### config.mk
export PLATFORM = sky130hd
export DESIGN_NAME = rs232_debugger
export DESIGN_NICKNAME = d
export VERILOG_FILES = /design/src/hw/dbg_pkg.sv /design/src/hw/uart_rx.sv /design/src/hw/uart_tx.sv /design/src/hw/cmd_frame_decoder.sv /design/src/hw/xfer_sequencer.sv /design/src/hw/rs232_debugger.sv
export SDC_FILE = /design/constraint.sdc
export NUM_CORES = 1
export LEC_CHECK = 0
export BUFFER_PORTS_ARGS = -buffer_cell sky130_fd_sc_hd__buf_2
export CORE_AREA = 2 2 165 134
export DETAILED_ROUTE_END_ITERATION = 7
export DIE_AREA = 0 0 167 136
export PLACE_DENSITY = 0.83
export SLEW_MARGIN = 5
export SYNTH_ARGS = -nofsm -noshare
export SYNTH_HDL_FRONTEND = slang
export SYNTH_SLANG_ARGS = --single-unit
### constraint.sdc
create_clock -name clk -period 8 [get_ports clk]
set_input_delay 1.2 -clock clk [delete_from_list [all_inputs] [get_ports clk]]
set_output_delay 1.2 -clock clk [all_outputs]
set_load 0.01 [all_outputs]
### src/hw/dbg_pkg.sv
/*
 * Serial debug bridge shared definitions
 * Character and counter widths, command frame layout, the five
 * accepted command words and the transfer sequencer state type
 */

`default_nettype none

package dbg_pkg;

	// ************************************************************
	// Widths and frame layout
	// ************************************************************

	localparam int BYTE_W       = 8;   // Serial character and memory data word
	localparam int CMD_W        = 32;  // Four ASCII characters of the command word
	localparam int FRAME_BYTES  = 8;   // One command copy, code + address + size
	localparam int HDR_FF_COUNT = 2;   // Leading 0xFF bytes of the header
	localparam int HDR_00_COUNT = 6;   // 0x00 bytes that follow them

	// Transfer counter, the top bit set means the last byte has gone
	localparam int CNT_W        = 17;

	// ************************************************************
	// Command words as they arrive, first character in the MSB
	// ************************************************************

	localparam logic [CMD_W-1:0] CMD_READ_BYTES  = 32'h5265_6164;  // "Read"
	localparam logic [CMD_W-1:0] CMD_READ_BURST  = 32'h5265_6150;  // "ReaP"
	localparam logic [CMD_W-1:0] CMD_WRITE_BYTES = 32'h5772_6974;  // "Writ"
	localparam logic [CMD_W-1:0] CMD_WRITE_BURST = 32'h5772_6950;  // "WriP"
	localparam logic [CMD_W-1:0] CMD_SET_PORTS   = 32'h5365_7450;  // "SetP"

	// Transfer sequencer states
	typedef enum logic [2:0] {
		IDLE,       // Waiting for a verified command
		RD_BUS,     // Wishbone read in flight
		RD_SEND,    // Read data offered to the transmitter
		WR_WAIT,    // Waiting for the next data byte from the host
		WR_BUS,     // Wishbone write in flight
		WR_ECHO,    // Written byte offered back for echo
		PORT_SEND   // Sampled inputs and address width going out
	} seq_state_t;

endpackage

`default_nettype wire

### src/hw/uart_rx.sv
/*
 * Serial receiver, 8N1
 * Samples each bit at its centre and pulses rx_valid for one clock
 * in the middle of a good stop bit
 */

`default_nettype none

module uart_rx #(
	parameter int CLK_HZ    = 50_000_000,
	parameter int BAUD_RATE = 921_600
) (
	input  logic                       clk,
	input  logic                       cmd_rst,
	input  logic                       rxd,
	output logic [dbg_pkg::BYTE_W-1:0] rx_byte,
	output logic                       rx_valid
);
	import dbg_pkg::*;

	localparam int BIT_CLKS = CLK_HZ / BAUD_RATE;  // Clocks per bit
	localparam int HALF     = BIT_CLKS / 2;
	localparam int DIV_W    = $clog2(BIT_CLKS);

	logic              rxd_meta, rxd_sync, rxd_prev;  // Two stage synchronizer plus edge history
	logic              busy;                          // A frame is being sampled
	logic [DIV_W-1:0]  div_cnt;
	logic [3:0]        bit_idx;                       // 0 is the start bit, 9 the stop bit
	logic [BYTE_W-1:0] shreg;
	logic              sample;

	assign sample = busy && (div_cnt == '0);  // Centre of the current bit

	// ************************************************************
	// Framing control
	// ************************************************************
	always_ff @(posedge clk) begin
		if (cmd_rst) begin
			rxd_meta <= 1'b1;  // Line idles high
			rxd_sync <= 1'b1;
			rxd_prev <= 1'b1;
			busy     <= 1'b0;
			div_cnt  <= '0;
			bit_idx  <= '0;
			rx_valid <= 1'b0;
		end else begin
			rxd_meta <= rxd;
			rxd_sync <= rxd_meta;
			rxd_prev <= rxd_sync;
			rx_valid <= 1'b0;
			if (!busy) begin
				if (rxd_prev && !rxd_sync) begin  // Falling edge opens a frame
					busy    <= 1'b1;
					div_cnt <= DIV_W'(HALF - 1);  // First sample lands mid start bit
					bit_idx <= '0;
				end
			end else if (!sample) begin
				div_cnt <= div_cnt - 1'b1;
			end else begin
				div_cnt <= DIV_W'(BIT_CLKS - 1);
				bit_idx <= bit_idx + 1'b1;
				if (bit_idx == 4'd0 && rxd_sync)
					busy <= 1'b0;  // Glitch, the start bit did not hold low
				if (bit_idx == 4'd9) begin
					busy     <= 1'b0;
					rx_valid <= rxd_sync;  // A low stop bit drops the frame silently
				end
			end
		end
	end

	// Data bits arrive LSB first
	always_ff @(posedge clk) begin
		if (sample && bit_idx >= 4'd1 && bit_idx <= 4'd8)
			shreg <= {rxd_sync, shreg[BYTE_W-1:1]};
		if (sample && bit_idx == 4'd9 && rxd_sync)
			rx_byte <= shreg;  // Held until the next good frame
	end

endmodule

`default_nettype wire

### src/hw/uart_tx.sv
/*
 * Serial transmitter, 8N1
 * Takes one byte when tx_start is high and tx_busy is low and sends
 * start bit, data LSB first and stop bit from a 10-bit shift register
 */

`default_nettype none

module uart_tx #(
	parameter int CLK_HZ    = 50_000_000,
	parameter int BAUD_RATE = 921_600
) (
	input  logic                       clk,
	input  logic                       cmd_rst,
	input  logic [dbg_pkg::BYTE_W-1:0] tx_byte,
	input  logic                       tx_start,
	output logic                       tx_busy,
	output logic                       txd
);
	import dbg_pkg::*;

	localparam int BIT_CLKS = CLK_HZ / BAUD_RATE;
	localparam int DIV_W    = $clog2(BIT_CLKS);

	logic [BYTE_W+1:0] shreg;    // Stop, data, start. Bit 0 is on the line
	logic [DIV_W-1:0]  div_cnt;
	logic [3:0]        bit_cnt;  // Bits still to follow the current one
	logic              active;   // A frame is on the line
	logic              bit_end;

	assign bit_end = (div_cnt == '0);
	assign txd     = shreg[0];

	// Busy drops in the final clock of the stop bit, so a byte taken then
	// starts its start bit right where the stop bit ends and frames can
	// follow each other with no idle gap
	assign tx_busy = active && !(bit_cnt == 4'd0 && bit_end);

	always_ff @(posedge clk) begin
		if (cmd_rst) begin
			shreg   <= '1;  // Idle line is high
			div_cnt <= '0;
			bit_cnt <= '0;
			active  <= 1'b0;
		end else if (tx_start && !tx_busy) begin
			shreg   <= {1'b1, tx_byte, 1'b0};
			div_cnt <= DIV_W'(BIT_CLKS - 1);
			bit_cnt <= 4'd9;
			active  <= 1'b1;
		end else if (active) begin
			if (!bit_end) begin
				div_cnt <= div_cnt - 1'b1;
			end else begin
				shreg   <= {1'b1, shreg[BYTE_W+1:1]};  // Ones fill in behind the stop bit
				div_cnt <= DIV_W'(BIT_CLKS - 1);
				if (bit_cnt == 4'd0)
					active <= 1'b0;
				else
					bit_cnt <= bit_cnt - 1'b1;
			end
		end
	end

endmodule

`default_nettype wire

### src/hw/cmd_frame_decoder.sv
/*
 * Command frame decoder
 * Shifts received bytes through a 16-byte buffer, tracks the 0xFF/0x00
 * header as it leaves the buffer and accepts a command only when both
 * 8-byte copies match behind a correct header
 */

`default_nettype none

module cmd_frame_decoder (
	input  logic                       clk,
	input  logic                       cmd_rst,
	input  logic [dbg_pkg::BYTE_W-1:0] rx_byte,
	input  logic                       rx_valid,
	input  logic                       cmd_idle,
	output logic                       cmd_valid,
	output logic [dbg_pkg::CMD_W-1:0]  cmd_code,
	output logic [23:0]                cmd_addr,
	output logic [dbg_pkg::BYTE_W-1:0] cmd_size
);
	import dbg_pkg::*;

	localparam int FRAME_W = FRAME_BYTES * BYTE_W;  // One command copy
	localparam int BUF_W   = 2 * FRAME_W;           // Older copy on top

	logic [BUF_W-1:0]  rx_buf;
	logic [BYTE_W-1:0] out_byte;        // Byte about to fall off the top
	logic [3:0]        cnt_ff, cnt_00;  // Saturating header run counters
	logic              shift_en;
	logic              fresh;           // Buffer took a byte on the last clock
	logic              hdr_ok, copies_match;

	function automatic logic [3:0] sat_inc(input logic [3:0] v);
		return (v == 4'hF) ? v : v + 4'd1;
	endfunction

	assign shift_en = rx_valid && cmd_idle;  // Data bytes of a write never enter
	assign out_byte = rx_buf[BUF_W-1 -: BYTE_W];

	// ************************************************************
	// Acceptance check
	// ************************************************************

	// The counters only see bytes that have left the buffer, so a match
	// means the header sits directly in front of the 16 command bytes
	assign hdr_ok       = (cnt_ff == 4'(HDR_FF_COUNT)) && (cnt_00 == 4'(HDR_00_COUNT));
	assign copies_match = (rx_buf[BUF_W-1:FRAME_W] == rx_buf[FRAME_W-1:0]);
	assign cmd_valid    = fresh && hdr_ok && copies_match;

	// Fields come from the newer copy, bytes 7..4 code, 3..1 address, 0 size
	assign cmd_code = rx_buf[FRAME_W-1 -: CMD_W];
	assign cmd_addr = rx_buf[4*BYTE_W-1:BYTE_W];
	assign cmd_size = rx_buf[BYTE_W-1:0];

	always_ff @(posedge clk) begin
		if (cmd_rst) begin
			rx_buf <= '0;
			cnt_ff <= '0;
			cnt_00 <= '0;
			fresh  <= 1'b0;
		end else begin
			fresh <= shift_en;
			if (cmd_valid) begin
				rx_buf <= '0;  // A frame is consumed once
				cnt_ff <= '0;
				cnt_00 <= '0;
			end else if (shift_en) begin
				rx_buf <= {rx_buf[BUF_W-BYTE_W-1:0], rx_byte};
				if (out_byte == 8'hFF) begin
					// An 0xFF after zeros opens a new header run
					cnt_ff <= (cnt_00 != 4'd0) ? 4'd1 : sat_inc(cnt_ff);
					cnt_00 <= '0;
				end else if (out_byte == 8'h00) begin
					cnt_00 <= sat_inc(cnt_00);  // Zeros leave the 0xFF run standing
				end else begin
					cnt_ff <= '0;
					cnt_00 <= '0;
				end
			end
		end
	end

endmodule

`default_nettype wire

### src/hw/xfer_sequencer.sv
/*
 * Transfer sequencer
 * Runs accepted commands, Wishbone classic master for memory reads
 * and writes, write echo, and the utility output and input ports
 */

`default_nettype none

module xfer_sequencer #(
	parameter int ADDR_W = 20
) (
	input  logic                       clk,
	input  logic                       cmd_rst,
	input  logic                       cmd_valid,
	input  logic [dbg_pkg::CMD_W-1:0]  cmd_code,
	input  logic [23:0]                cmd_addr,
	input  logic [dbg_pkg::BYTE_W-1:0] cmd_size,
	output logic                       cmd_idle,
	input  logic [dbg_pkg::BYTE_W-1:0] rx_byte,
	input  logic                       rx_valid,
	output logic [dbg_pkg::BYTE_W-1:0] tx_byte,
	output logic                       tx_start,
	input  logic                       tx_busy,
	output logic                       wb_cyc,
	output logic                       wb_stb,
	output logic                       wb_we,
	output logic [ADDR_W-1:0]          wb_adr,
	output logic [dbg_pkg::BYTE_W-1:0] wb_dat_o,
	input  logic [dbg_pkg::BYTE_W-1:0] wb_dat_i,
	input  logic                       wb_ack,
	input  logic [dbg_pkg::BYTE_W-1:0] in0, in1, in2, in3,
	output logic [dbg_pkg::BYTE_W-1:0] out0, out1, out2, out3
);
	import dbg_pkg::*;

	seq_state_t        state;
	logic [ADDR_W-1:0] addr_cnt;
	logic [CNT_W-1:0]  byte_cnt, cnt_dec;
	logic [BYTE_W-1:0] data_reg;                        // Read data or byte to write and echo
	logic [BYTE_W-1:0] in_reg0, in_reg1, in_reg2, in_reg3;  // Inputs frozen at SetP
	logic [BYTE_W-1:0] port_byte;
	logic              tx_take;

	assign cnt_dec  = byte_cnt - 1'b1;  // Wraps into the top bit after the last byte
	assign tx_take  = tx_start && !tx_busy;
	assign cmd_idle = (state == IDLE);

	// The bus cycle lasts exactly as long as the bus states
	assign wb_cyc   = (state == RD_BUS) || (state == WR_BUS);
	assign wb_stb   = wb_cyc;
	assign wb_we    = (state == WR_BUS);
	assign wb_adr   = addr_cnt;
	assign wb_dat_o = data_reg;

	assign tx_start = (state == RD_SEND) || (state == WR_ECHO) || (state == PORT_SEND);
	assign tx_byte  = (state == PORT_SEND) ? port_byte : data_reg;

	// Port report order follows the count down, in0 first, address width last
	always_comb begin
		case (byte_cnt[2:0])
			3'd4:    port_byte = in_reg0;
			3'd3:    port_byte = in_reg1;
			3'd2:    port_byte = in_reg2;
			3'd1:    port_byte = in_reg3;
			default: port_byte = BYTE_W'(ADDR_W);
		endcase
	end

	// ************************************************************
	// Command FSM
	// ************************************************************
	always_ff @(posedge clk) begin
		if (cmd_rst) begin
			state    <= IDLE;
			addr_cnt <= '0;
			byte_cnt <= '0;
			out0     <= '0;
			out1     <= '0;
			out2     <= '0;
			out3     <= '0;
		end else begin
			case (state)
				IDLE: if (cmd_valid) begin
					addr_cnt <= cmd_addr[ADDR_W-1:0];
					case (cmd_code)
						CMD_READ_BYTES: begin
							byte_cnt <= CNT_W'(cmd_size);  // size+1 bytes
							state    <= RD_BUS;
						end
						CMD_READ_BURST: begin
							byte_cnt <= {1'b0, cmd_size, {BYTE_W{1'b1}}};  // (size+1)*256
							state    <= RD_BUS;
						end
						CMD_WRITE_BYTES: begin
							byte_cnt <= CNT_W'(cmd_size);
							state    <= WR_WAIT;
						end
						CMD_WRITE_BURST: begin
							byte_cnt <= {1'b0, cmd_size, {BYTE_W{1'b1}}};
							state    <= WR_WAIT;
						end
						CMD_SET_PORTS: begin
							// Address and size bytes carry the four port values
							out0     <= cmd_addr[23:16];
							out1     <= cmd_addr[15:8];
							out2     <= cmd_addr[7:0];
							out3     <= cmd_size;
							byte_cnt <= CNT_W'(4);  // Four inputs plus the width byte
							state    <= PORT_SEND;
						end
						default: ;  // Unknown words are dropped
					endcase
				end
				RD_BUS:  if (wb_ack) state <= RD_SEND;
				WR_WAIT: if (rx_valid) state <= WR_BUS;  // No timeout, waits for the host
				WR_BUS:  if (wb_ack) state <= WR_ECHO;
				RD_SEND, WR_ECHO: if (tx_take) begin
					addr_cnt <= addr_cnt + 1'b1;
					byte_cnt <= cnt_dec;
					if (cnt_dec[CNT_W-1])
						state <= IDLE;
					else
						state <= (state == RD_SEND) ? RD_BUS : WR_WAIT;
				end
				PORT_SEND: if (tx_take) begin
					byte_cnt <= cnt_dec;
					if (cnt_dec[CNT_W-1]) state <= IDLE;
				end
				default: state <= IDLE;
			endcase
		end
	end

	// Payload captures
	always_ff @(posedge clk) begin
		if (state == IDLE && cmd_valid && cmd_code == CMD_SET_PORTS) begin
			in_reg0 <= in0;  // All four sampled on the same clock
			in_reg1 <= in1;
			in_reg2 <= in2;
			in_reg3 <= in3;
		end
		if (state == RD_BUS && wb_ack)
			data_reg <= wb_dat_i;
		if (state == WR_WAIT && rx_valid)
			data_reg <= rx_byte;
	end

endmodule

`default_nettype wire

### src/hw/rs232_debugger.sv
/*
 * RS-232 debug bridge, top level
 * Chains receiver, command decoder, transfer sequencer and transmitter
 * and exposes the Wishbone master and the utility ports
 */

`default_nettype none

module rs232_debugger #(
	parameter int CLK_HZ    = 50_000_000,
	parameter int BAUD_RATE = 921_600,
	parameter int ADDR_W    = 20         // 1 to 24
) (
	input  logic                       clk,
	input  logic                       cmd_rst,
	input  logic                       rxd,
	output logic                       txd,
	output logic                       wb_cyc,
	output logic                       wb_stb,
	output logic                       wb_we,
	output logic [ADDR_W-1:0]          wb_adr,
	output logic [dbg_pkg::BYTE_W-1:0] wb_dat_o,
	input  logic [dbg_pkg::BYTE_W-1:0] wb_dat_i,
	input  logic                       wb_ack,
	input  logic [dbg_pkg::BYTE_W-1:0] in0, in1, in2, in3,
	output logic [dbg_pkg::BYTE_W-1:0] out0, out1, out2, out3
);
	import dbg_pkg::*;

	logic [BYTE_W-1:0] rx_byte, tx_byte;
	logic              rx_valid, tx_start, tx_busy;
	logic              cmd_valid, cmd_idle;
	logic [CMD_W-1:0]  cmd_code;
	logic [23:0]       cmd_addr;
	logic [BYTE_W-1:0] cmd_size;

	// ************************************************************
	// Receive side
	// ************************************************************
	uart_rx #(.CLK_HZ(CLK_HZ), .BAUD_RATE(BAUD_RATE)) i_uart_rx (
		.clk(clk), .cmd_rst(cmd_rst), .rxd(rxd), .rx_byte(rx_byte), .rx_valid(rx_valid)
	);

	cmd_frame_decoder i_decoder (
		.clk(clk), .cmd_rst(cmd_rst), .rx_byte(rx_byte), .rx_valid(rx_valid),
		.cmd_idle(cmd_idle), .cmd_valid(cmd_valid), .cmd_code(cmd_code),
		.cmd_addr(cmd_addr), .cmd_size(cmd_size)
	);

	// Sequencer owns the bus, the ports and the transmitter
	xfer_sequencer #(.ADDR_W(ADDR_W)) i_sequencer (
		.clk(clk), .cmd_rst(cmd_rst), .cmd_valid(cmd_valid), .cmd_code(cmd_code),
		.cmd_addr(cmd_addr), .cmd_size(cmd_size), .cmd_idle(cmd_idle),
		.rx_byte(rx_byte), .rx_valid(rx_valid),
		.tx_byte(tx_byte), .tx_start(tx_start), .tx_busy(tx_busy),
		.wb_cyc(wb_cyc), .wb_stb(wb_stb), .wb_we(wb_we), .wb_adr(wb_adr),
		.wb_dat_o(wb_dat_o), .wb_dat_i(wb_dat_i), .wb_ack(wb_ack),
		.in0(in0), .in1(in1), .in2(in2), .in3(in3),
		.out0(out0), .out1(out1), .out2(out2), .out3(out3)
	);

	uart_tx #(.CLK_HZ(CLK_HZ), .BAUD_RATE(BAUD_RATE)) i_uart_tx (
		.clk(clk), .cmd_rst(cmd_rst), .tx_byte(tx_byte), .tx_start(tx_start),
		.tx_busy(tx_busy), .txd(txd)
	);

endmodule

`default_nettype wire

# == Yosys cells after proc, flatten, opt, wreduce, memory -nomap -nowiden ==
# Index checks and enable logic that the tools add are counted.
# totals
regBits,300
latch_bits,0
ramBits,0
romBits,0
in_bits,44
elab_cells,192
n_memories,0
# op_classes
addsub,8
n_mul,0
div_mod_pow,0
n_lt_le_gt_ge,2
n_eq_ne,37
shift,0
mux,54
bitwise,4
n_reduce_logical,56
# op_table
cell,count
"32-bit by 31-bit equality test with 1-bit output, second input constant",5
64-bit equality test,1
4-bit 2-to-1 mux,14
17-bit one-hot mux with 3 select lines,1
20-bit 2-to-1 mux,2
20-bit one-hot mux with 2 select lines,1
6-bit 2-to-1 mux,6
17-bit 2-to-1 mux,2
17-bit one-hot mux with 2 select lines,1
8-bit one-hot mux with 4 select lines,1
9-bit 2-to-1 mux,3
3-bit 2-to-1 mux,8
8-bit 2-to-1 mux,3
"20-bit by 1-bit adder with 20-bit output, second input constant",1
1-bit logical AND,18
3-bit one-hot mux with 6 select lines,1
"17-bit by 1-bit subtractor with 17-bit output, second input constant",1
3-bit AND reduction,5
"2-bit by 1-bit != test with 1-bit output, second input constant",7
2-bit OR reduction,7
"4-bit by 1-bit adder with 4-bit output, second input constant",3
"3-bit by 2-bit equality test with 1-bit output, second input constant",4
"3-bit equality test, second input constant",4
"4-bit equality test, second input constant",3
29 further kinds,59

# == Depth between registers and ports, before layout ==
# Gate-level depths: netlist of run 1.
# depth
word_depth,8
ltp_mapped,11

# == Cells and area by module ==
# Synthesis of run 1 repeated with hierarchy kept, for this count alone.
# unflattened
cells_unflattened,1638
hier_area_um2,14086.0
# by_module_without_submodules
module,n_inst,cells_each,area_each_um2
cmd_frame_decoder,1,776,6069.6
xfer_sequencer,1,630,5664.2
uart_rx,1,109,1305.0
uart_tx,1,123,1047.3

# == Least setup slack after synthesis of run 1 ==
# OpenSTA, ideal clock, no wires.
# synth_path
path_kind,reg-to-reg
start,register i_decoder.rx_buf[37]
end,register i_sequencer.in_reg0[0] (enable)
arrival_time_ns,3.891
required_ns,7.539
setup_slack_ns,3.648
stages_incl_launch_ff,9
path_buffers,2
synth_period_minus_slack_ns,4.352
path_cell_list,dfxtp_1 -> clkbuf_1 -> xnor2_1 -> nand4_1 -> nor4_1 -> nand3_1 -> or2_2 -> clkbuf_1 -> nor3_1
# synth_via
elab_chain_cells,4
# synth_lines
element,line_no,source
"start, declared",cmd_frame_decoder.sv:26,logic [BUF_W-1:0] rx_buf;
"start signal, assigned",cmd_frame_decoder.sv:68,"rx_buf <= {rx_buf[BUF_W-BYTE_W-1:0], rx_byte};"
64-bit equality test,cmd_frame_decoder.sv:47,assign copies_match = (rx_buf[BUF_W-1:FRAME_W] == rx_buf[FRAME_W-1:0]);
1-bit logical AND,cmd_frame_decoder.sv:48,assign cmd_valid = fresh && hdr_ok && copies_match;
1-bit logical AND,xfer_sequencer.sv:136,if (state == IDLE && cmd_valid && cmd_code == CMD_SET_PORTS) begin
1-bit logical AND *,xfer_sequencer.sv:136,
"end signal, assigned",xfer_sequencer.sv:137,in_reg0 <= in0;
"end, declared",xfer_sequencer.sv:40,"logic [BYTE_W-1:0] in_reg0, in_reg1, in_reg2, in_reg3;"
# Every way passes the cells marked *; elsewhere a longest branch is shown, timed or not.
# A chain may end at the register's enable or synchronous reset.

# == Worst setup path after layout of run 1 ==
# layout_path
start,register i_decoder.rx_buf[16]
end,register i_decoder.rx_buf[35]
# layout_via
elab_chain_cells,3
# layout_lines
element,line_no
64-bit equality test,cmd_frame_decoder.sv:47
1-bit logical AND,cmd_frame_decoder.sv:48
2-bit OR reduction (no source line),-
# No other way between the ends.

==> impl_metrics.py, run 1 <==
metrics = {
    "detailed_routing": {
        "routed_via_density": 6.25,
        "route.met3.wl_um": 3260,
        "post_drt_wl_per_cell_um": 18.8,
        "drc": 0,
        "ant_nets": 0,
        "drt-initial-drc-count": 1431,
        "top_layer": "met4",
        "firstDrtPassIters": 6,
        "wl_um": 35900,
        "met2_length_um": 16100,
        "met1_length_um": 15700,
        "vias": 11928,
    },
    "critical_path": {
        "worstPathArrival_ns": 3.89,
        "critPathBufInv": 1,
        "worst_path_max_delay_cell": "buf_4",
        "rr_worst_depth": 8,
        "cp_cell_sequence": "xnor2_1 -> nand4_1 -> nor4_1 -> nand2_1 -> or2_2 -> nand2_4 -> buf_4 -> a21oi_1",
        "startpoint_type": "register",
        "r2r_start": "i_decoder.rx_buf[16]$_SDFFE_PP0P_",
        "slowest_delay_ns": 0.90,
        "worstReg2RegEnd": "i_decoder.rx_buf[35]$_SDFFE_PP0P_",
        "cp_max_fo": 106,
        "path_class": "register to register",
        "r2r_slack_ns": 4.51,
        "cp_top_family": "simple AND/OR/NAND/NOR gates",
        "endpoint_kind": "register",
        "required_ns": 8.39,
    },
    "timing": {
        "fin_crit_ns": 3.49,
        "slew_violations": 0,
        "max_freq_mhz": 286,
        "finalHoldViolations": 0,
        "rsz0062_at_grt": "false",
        "setup_tns_ns": 0,
        "setup_slack_ns": 4.51,
        "tightest_slew_ns": 1.19,
        "finalSetupViolations": 0,
        "fin_worst_skew_ns": 0.0170,
        "finalCritPeriodShare_pct": 43.7,
        "relSlewSlack_pct": 20.1,
    },
    "global_route": {
        "grt_pass1_wl_um": 56700,
        "antenna_found_initial": 0,
        "grt_pass1_vias": 10753,
        "grt.overflow.total": 0,
        "track_usage_pct": 30.5,
        "grt_max_degree": 107,
    },
    "floorplanning": {
        "rows": 48,
        "dieArea_um2": 22700,
        "die_w_um": 167,
        "io_pins": 108,
        "coreArea_um2": 21200,
        "die_h_um": 136,
        "start_util_pct": 63.8,
    },
    "clocking": {
        "numCtsBuffers": 29,
        "cts_resized": 0,
        "clk_path_buf_depth": 3,
        "cts_setup_buffers": 0,
        "insertion_delay_ns": 0.56,
        "clkSlewWorstSetupHoldPaths_ns": 0.07,
        "clock_sinks": 300,
        "htree_levels": 1,
        "cts-root-buf": "clkbuf_16",
        "cts_tree": "done",
        "cts_hold_buf": 0,
    },
    "synthesis": {
        "ys_types": 76,
        "synth.area.top_cells": "dfxtp_1 36%, edfxtp_1 12%, nand2_1 9.6%",
        "netlist_instances": 1559,
        "netlist.top_cell.by_area": "dfxtp_1",
        "synth_edf_count": 56,
        "yosysWarnings": 0,
        "avgSynthCellArea_um2": 8.67,
        "netlist.area_leader.share_pct": 36.1,
        "synth_ff_type": "dfxtp_1",
        "syn-num-nets": 1622,
        "syn_area_um2": 13500,
        "async_reset_ff_share_pct": 0,
        "ys_ff_latch": 300,
        "yosysSeqAreaShare_pct": 48.6,
    },
    "run": {
        "maxCapViolations": 0,
    },
    "cells_and_area": {
        "nNetsFinal": 1673,
        "finish.utilization_pct": 71.2,
        "final_cell_area_um2": 15100,
        "nFillCells": 1574,
        "n_antenna_cell": 0,
        "layout-drive-gt1-share_pct": 12.6,
        "syn2layout_area_growth_pct": 11.6,
    },
    "min_path": {
        "hp-start": "i_uart_rx.rxd_meta$_SDFF_PP1_",
        "holdPathEnd": "i_uart_rx.rxd_sync$_SDFF_PP1_",
        "hold_depth": 1,
        "hold_path.class": "register to register",
    },
    "place": {
        "post-place-ws_ns": 4.61,
        "place.gp.congestion": 0.909,
        "io_buffers": 107,
        "dpl.hpwl_um": 23800,
        "dpl-instance-area_um2": 14100,
    },
    "power_and_ir_drop": {
        "vdd_drop_max_mv": 0.227,
        "power.leakage_uw": 0.00515,
        "cellPowerDensity_nw_per_um2": 198,
    },
    "status": {
        "status": "finished, final reports clean",
    },
}
## worst reg2reg max path: stages, from the launching register on
cell	delay [ns]
dfxtp_1	0.58
xnor2_1	0.18
nand4_1	0.12
nor4_1	0.35
nand2_1	0.29
or2_2	0.42
nand2_4	0.32
buf_4	0.91
a21oi_1	0.16
## cell type report
class                           count  area (um2)  area share [%]
Sequential cell                   300        6570            43.5
Timing Repair Buffer              120         636            4.21
Clock buffer                       32         768            5.09
Tap cell                          275         344            2.28
Inverter                           21        78.8           0.522
Clock inverter                     22         196            1.30
Multi-Input combinational cell   1138        6500            43.1
## cell families after synthesis
logic type	share of synthesized area (%)
AO/OA/AOI/OAI	16.2
AND/OR/NAND/NOR	21.3
adder cells (fa/ha/maj)	1.76
buffers and inverters	3.57
flip-flops	48.6
multiplexers	3.42
XOR/XNOR	5.18
## worst max-delay path by stage
stage,to,cells past startpoint,start,slack [ns]
floorplan,i_sequencer.in_reg0[0]$_DFFE_PP_,8,i_decoder.rx_buf[37]$_SDFFE_PP0P_,3.65
global placement,i_decoder.cnt_ff[1]$_SDFFE_PP0P_,8,i_decoder.rx_buf[61]$_SDFFE_PP0P_,4.60
detailed placement,i_decoder.rx_buf[35]$_SDFFE_PP0P_,8,i_decoder.rx_buf[18]$_SDFFE_PP0P_,4.61
CTS,i_decoder.rx_buf[102]$_SDFFE_PP0P_,8,i_decoder.rx_buf[18]$_SDFFE_PP0P_,4.58
global route,i_decoder.rx_buf[96]$_SDFFE_PP0P_,8,i_decoder.rx_buf[61]$_SDFFE_PP0P_,4.29
finish,i_decoder.rx_buf[35]$_SDFFE_PP0P_,8,i_decoder.rx_buf[16]$_SDFFE_PP0P_,4.51
## cells in the final DEF, fill, tap and decap left out, types with 19 or more instances in the layout
cell,Yosys,layout
o21ai_0,39,39
buf_2,11,106
inv_1,20,20
nand4_1,31,31
xnor2_1,73,73
edfxtp_1,56,56
ha_1,19,19
nand3_1,27,27
a21oi_1,197,197
clkbuf_16,0,30
nor2_1,94,94
mux2i_1,36,36
nand2_1,346,344
nor3_1,41,40
dfxtp_1,244,244
## cells in the mapped netlist (all sizes together) (9+ instances only)
master / n
nand4: 31
o211ai: 11
nor2: 95
edfxtp: 56
o31ai: 10
or2: 9
buf: 16
mux2: 9
nor4: 15
inv: 21
clkbuf: 84
nand2: 347
a21oi: 197
or3: 13
mux2i: 36
a211oi: 15
xnor2: 73
dfxtp: 244
o21ai: 44
nor3: 41
nand3: 27
ha: 19
## state kept, by name, summed over array words and instances (netlist names), 8 cells and up
register,cells
i_uart_rx.shreg,8
i_uart_tx.shreg,9
i_sequencer.out3,8
i_sequencer.wb_dat_o,8
i_sequencer.in_reg0,8
i_sequencer.byte_cnt,17
i_sequencer.in_reg2,8
i_sequencer.in_reg1,8
i_sequencer.wb_adr,20
i_decoder.rx_buf,128
i_sequencer.out2,8
i_uart_rx.rx_byte,8
i_sequencer.out1,8
i_sequencer.in_reg3,8
i_sequencer.out0,8
## metal layers
metal / track usage [%] / vias up
met4: 8.72 / 0
met2: 47.2 / 616
met3: 5.56 / 72
met5: 0 / -
met1: 44.1 / 5633
li1: - / 5607
## stage by stage
step / std cells / total power [uW] / hold WS [ns]
after floorplan: 1559 / 1620 / 0.389
after global placement: 1854 / 1640 / 0.393
after detailed placement: 1854 / 1640 / 0.396
after CTS: 1908 / 2990 / 0.411
after global routing: 1908 / 3050 / 0.428
final: 1908 / 2980 / 0.409
## power by group
| group | internal [uW] | total [uW] | switching (uW) |
|---|---|---|---|
| Sequential | 1540 | 1550 | 5.46 |
| Combinational | 22.3 | 62.6 | 40.3 |
| Clock | 766 | 1380 | 609 |
| Total | 2330 | 2980 | 655 |
No activity file was read; power rests on OpenSTA's default activity.
==> run 2, diff against run 1 <==
--- a/config.mk
+++ b/config.mk
@@ -6,10 +6,10 @@
 export NUM_CORES = 1
 export LEC_CHECK = 0
 export BUFFER_PORTS_ARGS = -buffer_cell sky130_fd_sc_hd__buf_2
-export CORE_AREA = 2 2 165 134
+export CORE_AREA = 2 2 180 147
 export DETAILED_ROUTE_END_ITERATION = 7
-export DIE_AREA = 0 0 167 136
-export PLACE_DENSITY = 0.83
+export DIE_AREA = 0 0 182 149
+export PLACE_DENSITY = 0.73
 export SLEW_MARGIN = 5
 export SYNTH_ARGS = -nofsm -noshare
 export SYNTH_HDL_FRONTEND = slang
==> constraint.sdc (replaced) <==
create_clock -name clk -period 2.8 [get_ports clk]
set_input_delay 0.42 -clock clk [delete_from_list [all_inputs] [get_ports clk]]
set_output_delay 0.42 -clock clk [all_outputs]
set_load 0.01 [all_outputs]
==> impl_metrics.py, run 2 (synthesis gave the netlist of run 1 again) <==
metrics = {
    "power_and_ir_drop": {
        "p_int_uw": 6840,
        "p_comb_share_pct": 2.2,
        "swShare_pct": 21.8,
        "vdd_drop_max_mv": 0.506,
        "switching_power_uw": 1900,
        "p_clk_share_pct": 47.3,
        "power.leakage_uw": 0.00554,
        "cellPowerDensity_nw_per_um2": 554,
        "seq_power_share_pct": 50.6,
    },
    "min_path": {
        "hold_depth": 1,
        "hold_path.class": "input port to register",
    },
    "critical_path": {
        "r2r_start": "i_decoder.rx_buf[127]$_SDFFE_PP0P_",
        "cp_cell_sequence": "xnor2_1 -> buf_4 -> nand4_1 -> nor4_2 -> buf_4 -> nand3_1 -> or2_2 -> nor3_4 -> buf_12",
        "critPathBufInv": 3,
        "worstPathArrival_ns": 2.92,
        "startpoint_type": "register",
        "r2r_slack_ns": 0.13,
        "cp_top_family": "simple AND/OR/NAND/NOR gates",
        "cp_num_cells": 9,
        "slowest_delay_ns": 0.46,
        "cpMostUsedCell": "buf_4",
        "worstReg2RegEnd": "i_sequencer.in_reg1[2]$_DFFE_PP_",
        "path_class": "register to register",
        "endpoint_kind": "register",
        "endpoint": "i_sequencer.in_reg1[2]$_DFFE_PP_",
        "cp-startpoint": "i_decoder.rx_buf[127]$_SDFFE_PP0P_",
        "rr_worst_depth": 9,
        "required_ns": 3.06,
        "worst_path_max_delay_cell": "dfxtp_1",
        "cp_max_fo": 32,
    },
    "floorplanning": {
        "rows": 53,
        "die_h_um": 149,
        "coreArea_um2": 25600,
        "die_w_um": 182,
        "io_pins": 108,
        "start_util_pct": 52.8,
        "dieArea_um2": 27100,
    },
    "detailed_routing": {
        "drc": 0,
        "wl_um": 36400,
        "vias": 11886,
        "firstDrtPassIters": 8,
        "routed_via_density": 5.87,
        "drt-initial-drc-count": 1337,
        "post_drt_wl_per_cell_um": 18.0,
        "ant_nets": 0,
    },
    "place": {
        "dpl-instance-area_um2": 14700,
        "place.gp.congestion": 0.964,
        "dpl.hpwl_um": 24500,
        "post-place-ws_ns": 0.0478,
        "io_buffers": 107,
    },
    "cells_and_area": {
        "largest_reg_flops": 128,
        "largest-register": "i_decoder.rx_buf",
        "layout-drive-gt1-share_pct": 15.6,
        "regArea_um2": 6570,
        "final_cell_area_um2": 15800,
        "nNetsFinal": 1732,
        "multiInputGateArea_um2": 6520,
        "syn2layout_area_growth_pct": 16.8,
        "nFillCells": 2208,
        "layout_common_cells": "344 x nand2_1, 244 x dfxtp_1, 197 x a21oi_1",
        "n_antenna_cell": 0,
        "layout_commonest_cell": "nand2_1",
    },
    "global_route": {
        "track_usage_pct": 26.2,
        "grt_max_degree": 131,
        "grt_pass1_vias": 10956,
        "antenna_found_initial": 0,
        "grt.overflow.total": 0,
        "grt_pass1_wl_um": 57900,
    },
    "status": {
        "status": "finished, final reports clean",
    },
    "timing": {
        "relSlewSlack_pct": 40.3,
        "finalSetupViolations": 0,
        "tightest_slew_ns": 0.889,
        "fin_worst_skew_ns": 0.0179,
        "setup_slack_ns": 0.132,
        "setup_tns_ns": 0,
        "slew_violations": 0,
        "rsz0062_at_grt": "false",
        "fin_crit_ns": 2.67,
        "finalCritPeriodShare_pct": 95.3,
        "max_freq_mhz": 375,
        "finalHoldViolations": 0,
    },
    "clocking": {
        "clock_sinks": 300,
        "clk_path_buf_depth": 3,
        "htree_levels": 1,
        "cts_tree": "done",
        "insertion_delay_ns": 0.57,
        "cts-root-buf": "clkbuf_16",
        "numCtsBuffers": 31,
        "clkSlewWorstSetupHoldPaths_ns": 0.06,
        "cts_setup_buffers": 0,
    },
    "run": {
        "maxCapViolations": 0,
    },
}
run 2: cell types whose count changed in the layout (fill, tap and decap cells not counted), sizes merged:
| cell | before | now |
|---|---|---|
| buf | 120 | 177 |
| clkbuf | 32 | 45 |
| bufinv | 2 | 1 |
| clkinv | 11 | 9 |
| clkinvlp | 7 | 2 |
| inv | 23 | 22 |
run 2: per-stage QoR:
stage | util [%] | hold WS, ns | total power (uW) | std cells
global placement | 57.6 | 0.403 | 4700 | 1966
CTS | 61.6 | 0.0104 | 8800 | 2024
finish | 61.7 | 0.0244 | 8740 | 2024
global route | 61.7 | 0.00851 | 8990 | 2024
detailed placement | 57.6 | 0.400 | 4700 | 1966
floorplan | - | 0.389 | 4630 | 1559
run 2: area by class of cell:
| cell class | instances | area share, % |
|---|---|---|
| Clock inverter | 13 | 0.769 |
| Clock buffer | 45 | 5.76 |
| Inverter | 21 | 0.499 |
| Multi-Input combinational cell | 1138 | 41.3 |
| Tap cell | 330 | 2.62 |
| Sequential cell | 300 | 41.6 |
| Timing Repair Buffer | 177 | 7.45 |
run 2: layer usage:
layer,track usage [%],part of all wire [%]
met1,38.4,46
met2,40.0,44
met3,4.32,7.7
met4,7.58,2.5
met5,0,0
run 2: worst min-delay path by stage:
stage | start | to | slack, ns
5_1_grt | in2[6] | i_sequencer.in_reg2[6]$_DFFE_PP_ | 0.009
3_5_place_dp | i_uart_rx.rxd_meta$_SDFF_PP1_ | i_uart_rx.rxd_sync$_SDFF_PP1_ | 0.40
2_1_floorplan | i_uart_rx.rxd_meta$_SDFF_PP1_ | i_uart_rx.rxd_sync$_SDFF_PP1_ | 0.39
6_report | in3[5] | i_sequencer.in_reg3[5]$_DFFE_PP_ | 0.02
4_1_cts | in3[6] | i_sequencer.in_reg3[6]$_DFFE_PP_ | 0.01
3_3_place_gp | i_uart_rx.shreg[0]$_DFFE_PP_ | i_uart_rx.rx_byte[0]$_DFFE_PP_ | 0.40
run 2: power groups by stage:
stage	combinational (uW)	sequential [uW]	clock, uW
floorplan	119	4510	0
global placement	184	4510	0
detailed placement	187	4510	0
CTS	190	4420	4190
global route	209	4420	4360
finish	190	4420	4130
run 2: timing repair:
| item | 4_1_cts | 5_1_grt |
|---|---|---|
| setup endpoints to repair | 0 | 32 |
| resized for setup | 0 | 2 |
| hold buffers | 0 | 0 |
==> run 3, diff against run 2 <==
--- a/config.mk
+++ b/config.mk
@@ -6,11 +6,12 @@
 export NUM_CORES = 1
 export LEC_CHECK = 0
 export BUFFER_PORTS_ARGS = -buffer_cell sky130_fd_sc_hd__buf_2
-export CORE_AREA = 2 2 180 147
+export CORE_AREA = 2 2 184 150
 export DETAILED_ROUTE_END_ITERATION = 7
-export DIE_AREA = 0 0 182 149
+export DIE_AREA = 0 0 186 152
 export PLACE_DENSITY = 0.73
 export SLEW_MARGIN = 5
 export SYNTH_ARGS = -nofsm -noshare
 export SYNTH_HDL_FRONTEND = slang
+export SYNTH_HIERARCHICAL = 1
 export SYNTH_SLANG_ARGS = --single-unit
==> impl_metrics.py, run 3 <==
metrics = {
    "detailed_routing": {
        "routed_via_density": 5.84,
        "post_drt_wl_per_cell_um": 18.1,
        "firstDrtPassIters": 8,
        "ant_nets": 0,
        "drc": 2,
        "vias": 12516,
        "drt-initial-drc-count": 1204,
        "wl_um": 38800,
    },
    "synthesis": {
        "yosysWarnings": 6,
        "syn_area_um2": 14100,
        "synthAdderAreaFrac_pct": 1.60,
        "syn-num-nets": 1700,
        "synth_most_common_cell": "nand2_1",
        "ys_types": 89,
        "netlist_instances": 1638,
        "muxShareOfSynthArea_pct": 1.23,
        "synth_compound_area_share_pct": 17.5,
        "synthXorXnorAreaFrac_pct": 4.54,
        "synth.area.top_cells": "dfxtp_1 35%, edfxtp_1 12%, nand2_1 11%",
        "synth_edf_count": 56,
        "netlist.area_leader.share_pct": 34.7,
        "synthTopCellsByCount": "396 x nand2_1, 244 x dfxtp_1, 219 x a21oi_1, 81 x nor2_1, 67 x buf_4",
        "netlist.top_cell.by_area": "dfxtp_1",
        "async_reset_ff_share_pct": 0,
        "synthSimpleGateAreaFrac_pct": 20.9,
        "avgSynthCellArea_um2": 8.60,
        "yosysSeqAreaShare_pct": 46.6,
        "synth_top_family_by_area": "simple AND/OR/NAND/NOR gates",
        "synth_ff_type": "dfxtp_1",
        "ys_ff_latch": 300,
    },
    "floorplanning": {
        "die_w_um": 186,
        "rows": 54,
        "coreArea_um2": 26700,
        "die_h_um": 152,
        "start_util_pct": 52.8,
        "dieArea_um2": 28300,
        "io_pins": 108,
    },
    "cells_and_area": {
        "layout_commonest_cell": "nand2_1",
        "largest_reg_flops": 128,
        "nNetsFinal": 1821,
        "layout_common_cells": "395 x nand2_1, 232 x dfxtp_1, 219 x a21oi_1",
        "nFillCells": 2201,
        "n_antenna_cell": 0,
        "largest-register": "i_decoder/rx_buf",
        "regArea_um2": 6580,
        "syn2layout_area_growth_pct": 17.8,
        "multiInputGateArea_um2": 6710,
        "layout-drive-gt1-share_pct": 21.6,
        "fin_cells": 2143,
    },
    "clocking": {
        "numCtsBuffers": 30,
        "clock_sinks": 300,
        "cts_tree": "done",
        "clk_path_buf_depth": 3,
        "cts-root-buf": "clkbuf_16",
        "cts_hold_buf": 0,
        "htree_levels": 1,
        "insertion_delay_ns": 0.56,
        "clkSlewWorstSetupHoldPaths_ns": 0.07,
    },
    "timing": {
        "fin_crit_ns": 2.84,
        "rsz0062_at_grt": "true",
        "tightest_slew_ns": 0.769,
        "setup_slack_ns": -0.0382,
        "fin_worst_skew_ns": 0.0134,
        "slew_violations": 0,
        "relSlewSlack_pct": 48.8,
        "finalCritPeriodShare_pct": 101,
        "finalHoldViolations": 0,
        "whs_ns": 0.0315,
        "finalSetupViolations": 2,
        "max_freq_mhz": 352,
    },
    "place": {
        "place.gp.congestion": 0.915,
        "io_buffers": 107,
        "post-place-ws_ns": -0.188,
        "dpl.hpwl_um": 26400,
        "dp.cells": 2084,
    },
    "power_and_ir_drop": {
        "p_comb_share_pct": 4.8,
        "swShare_pct": 22.3,
        "vdd_drop_max_mv": 0.489,
        "p_int_uw": 6930,
        "cellPowerDensity_nw_per_um2": 537,
        "power.leakage_uw": 0.00599,
        "p_clk_share_pct": 45.4,
        "seq_power_share_pct": 49.7,
        "switching_power_uw": 1990,
    },
    "run": {
        "maxCapViolations": 0,
    },
    "global_route": {
        "grt_pass1_wl_um": 61000,
        "track_usage_pct": 26.8,
        "grt_max_degree": 70,
        "grt.overflow.total": 0,
        "grt_pass1_vias": 11372,
        "antenna_found_initial": 0,
    },
    "critical_path": {
        "endpoint_kind": "register",
        "cp_max_fo": 4,
        "required_ns": 3.27,
        "path_class": "register to register",
        "startpoint_type": "register",
        "worstPathArrival_ns": 3.31,
    },
    "status": {
        "violations": "DRC, setup timing",
        "status": "complete, but fails checks",
    },
    "min_path": {
        "hold_path.class": "input port to register",
    },
}
==> run 3: cell types whose count changed after synthesis, moves of 8 or more <==
cell	delta
mux2i_1	-31
nand3_1	-8
nand2_1	+50
nor3_1	-12
buf_4	+65
xnor2_1	-20
a21oi_1	+22
nor2_1	-13
clkbuf_1	-20
xor2_1	+13
==> run 3: cells by family (layout without fill, tap and decap cells) <==
kind of cell	Yosys count	after routing
AO/OA/AOI/OAI	390	391
XOR/XNOR	73	73
adder cells (fa/ha/maj)	18	18
buffers and inverters	188	328
flip-flops	300	300
multiplexers	15	15
AND/OR/NAND/NOR	654	654
==> run 3: worst max-delay path, stage by stage, from the launching register on <==
cell and delay, ns:
dfxtp_1 0.32, xor2_1 0.19, nor4_2 0.33, nand4_1 0.13, buf_4 0.17, nor4_4 0.25, buf_4 0.16, mux2i_1 0.05
mux4_2 0.51, a41oi_4 0.25, o311ai_2 0.13, a211oi_1 0.25
==> run 3: path summary, 6_finish.rpt <==
| path | cells past startpoint | start | slack (ns) | endpoint |
|---|---|---|---|---|
| min | 1 | in1[7] | 0.03 | i_sequencer/in_reg1[7]$_DFFE_PP_ |
| max reg2reg | 11 | i_decoder/rx_buf[83]$_SDFFE_PP0P_ | -0.04 | i_sequencer/state[0]$_SDFFE_PP0P_ |
| min reg2reg | 1 | i_uart_rx/rxd_meta$_SDFF_PP1_ | 0.41 | i_uart_rx/rxd_sync$_SDFF_PP1_ |
| max | 11 | i_decoder/rx_buf[83]$_SDFFE_PP0P_ | -0.04 | i_sequencer/state[0]$_SDFFE_PP0P_ |
==> run 3: power by group through the flow <==
stage / clock network (uW) / registers [uW] / logic, uW
after detailed placement: 0 / 4530 / 413
final: 4050 / 4440 / 430
after global placement: 0 / 4530 / 405
after floorplan: 0 / 4530 / 271
after global routing: 4280 / 4440 / 468
after CTS: 4110 / 4440 / 420
==> run 3: metal layers <==
metal  routed length (um)  vias up  GRT usage (%)  part of all wire, %
met4                  920        0           6.56                  2.4
li1                     -     5917              -                    -
met3                 3540       70           5.66                  9.1
met5                    0        -              0                    0
met1                17100     5981           39.2                   44
met2                17200      548           40.4                   44
==> run 3: final cells by class <==
cell class                      count  area share (%)
Multi-Input combinational cell   1151            40.4
Sequential cell                   300            39.7
Timing Repair Buffer              247            10.6
Clock buffer                       38            4.95
Tap cell                          364            2.74
Clock inverter                     14           0.957
Inverter                           29           0.656
==> run 3: repair_timing <==
action                     CTS  global route
gates cloned                 1             0
resized for setup           19            25
setup endpoints to repair    6            60
pin swaps                    9            10
setup buffers                2             5
==> run 3: per-stage QoR <==
step	setup TNS, ns	util [%]	area (um2)	total power, uW
after floorplan	0	-	14100	4800
after global placement	-0.0686	57.5	15300	4940
after detailed placement	-0.395	57.5	15300	4950
after CTS	-0.0994	61.6	16400	8960
after global routing	-0.454	62.2	16600	9190
final	-0.0535	62.2	16600	8920
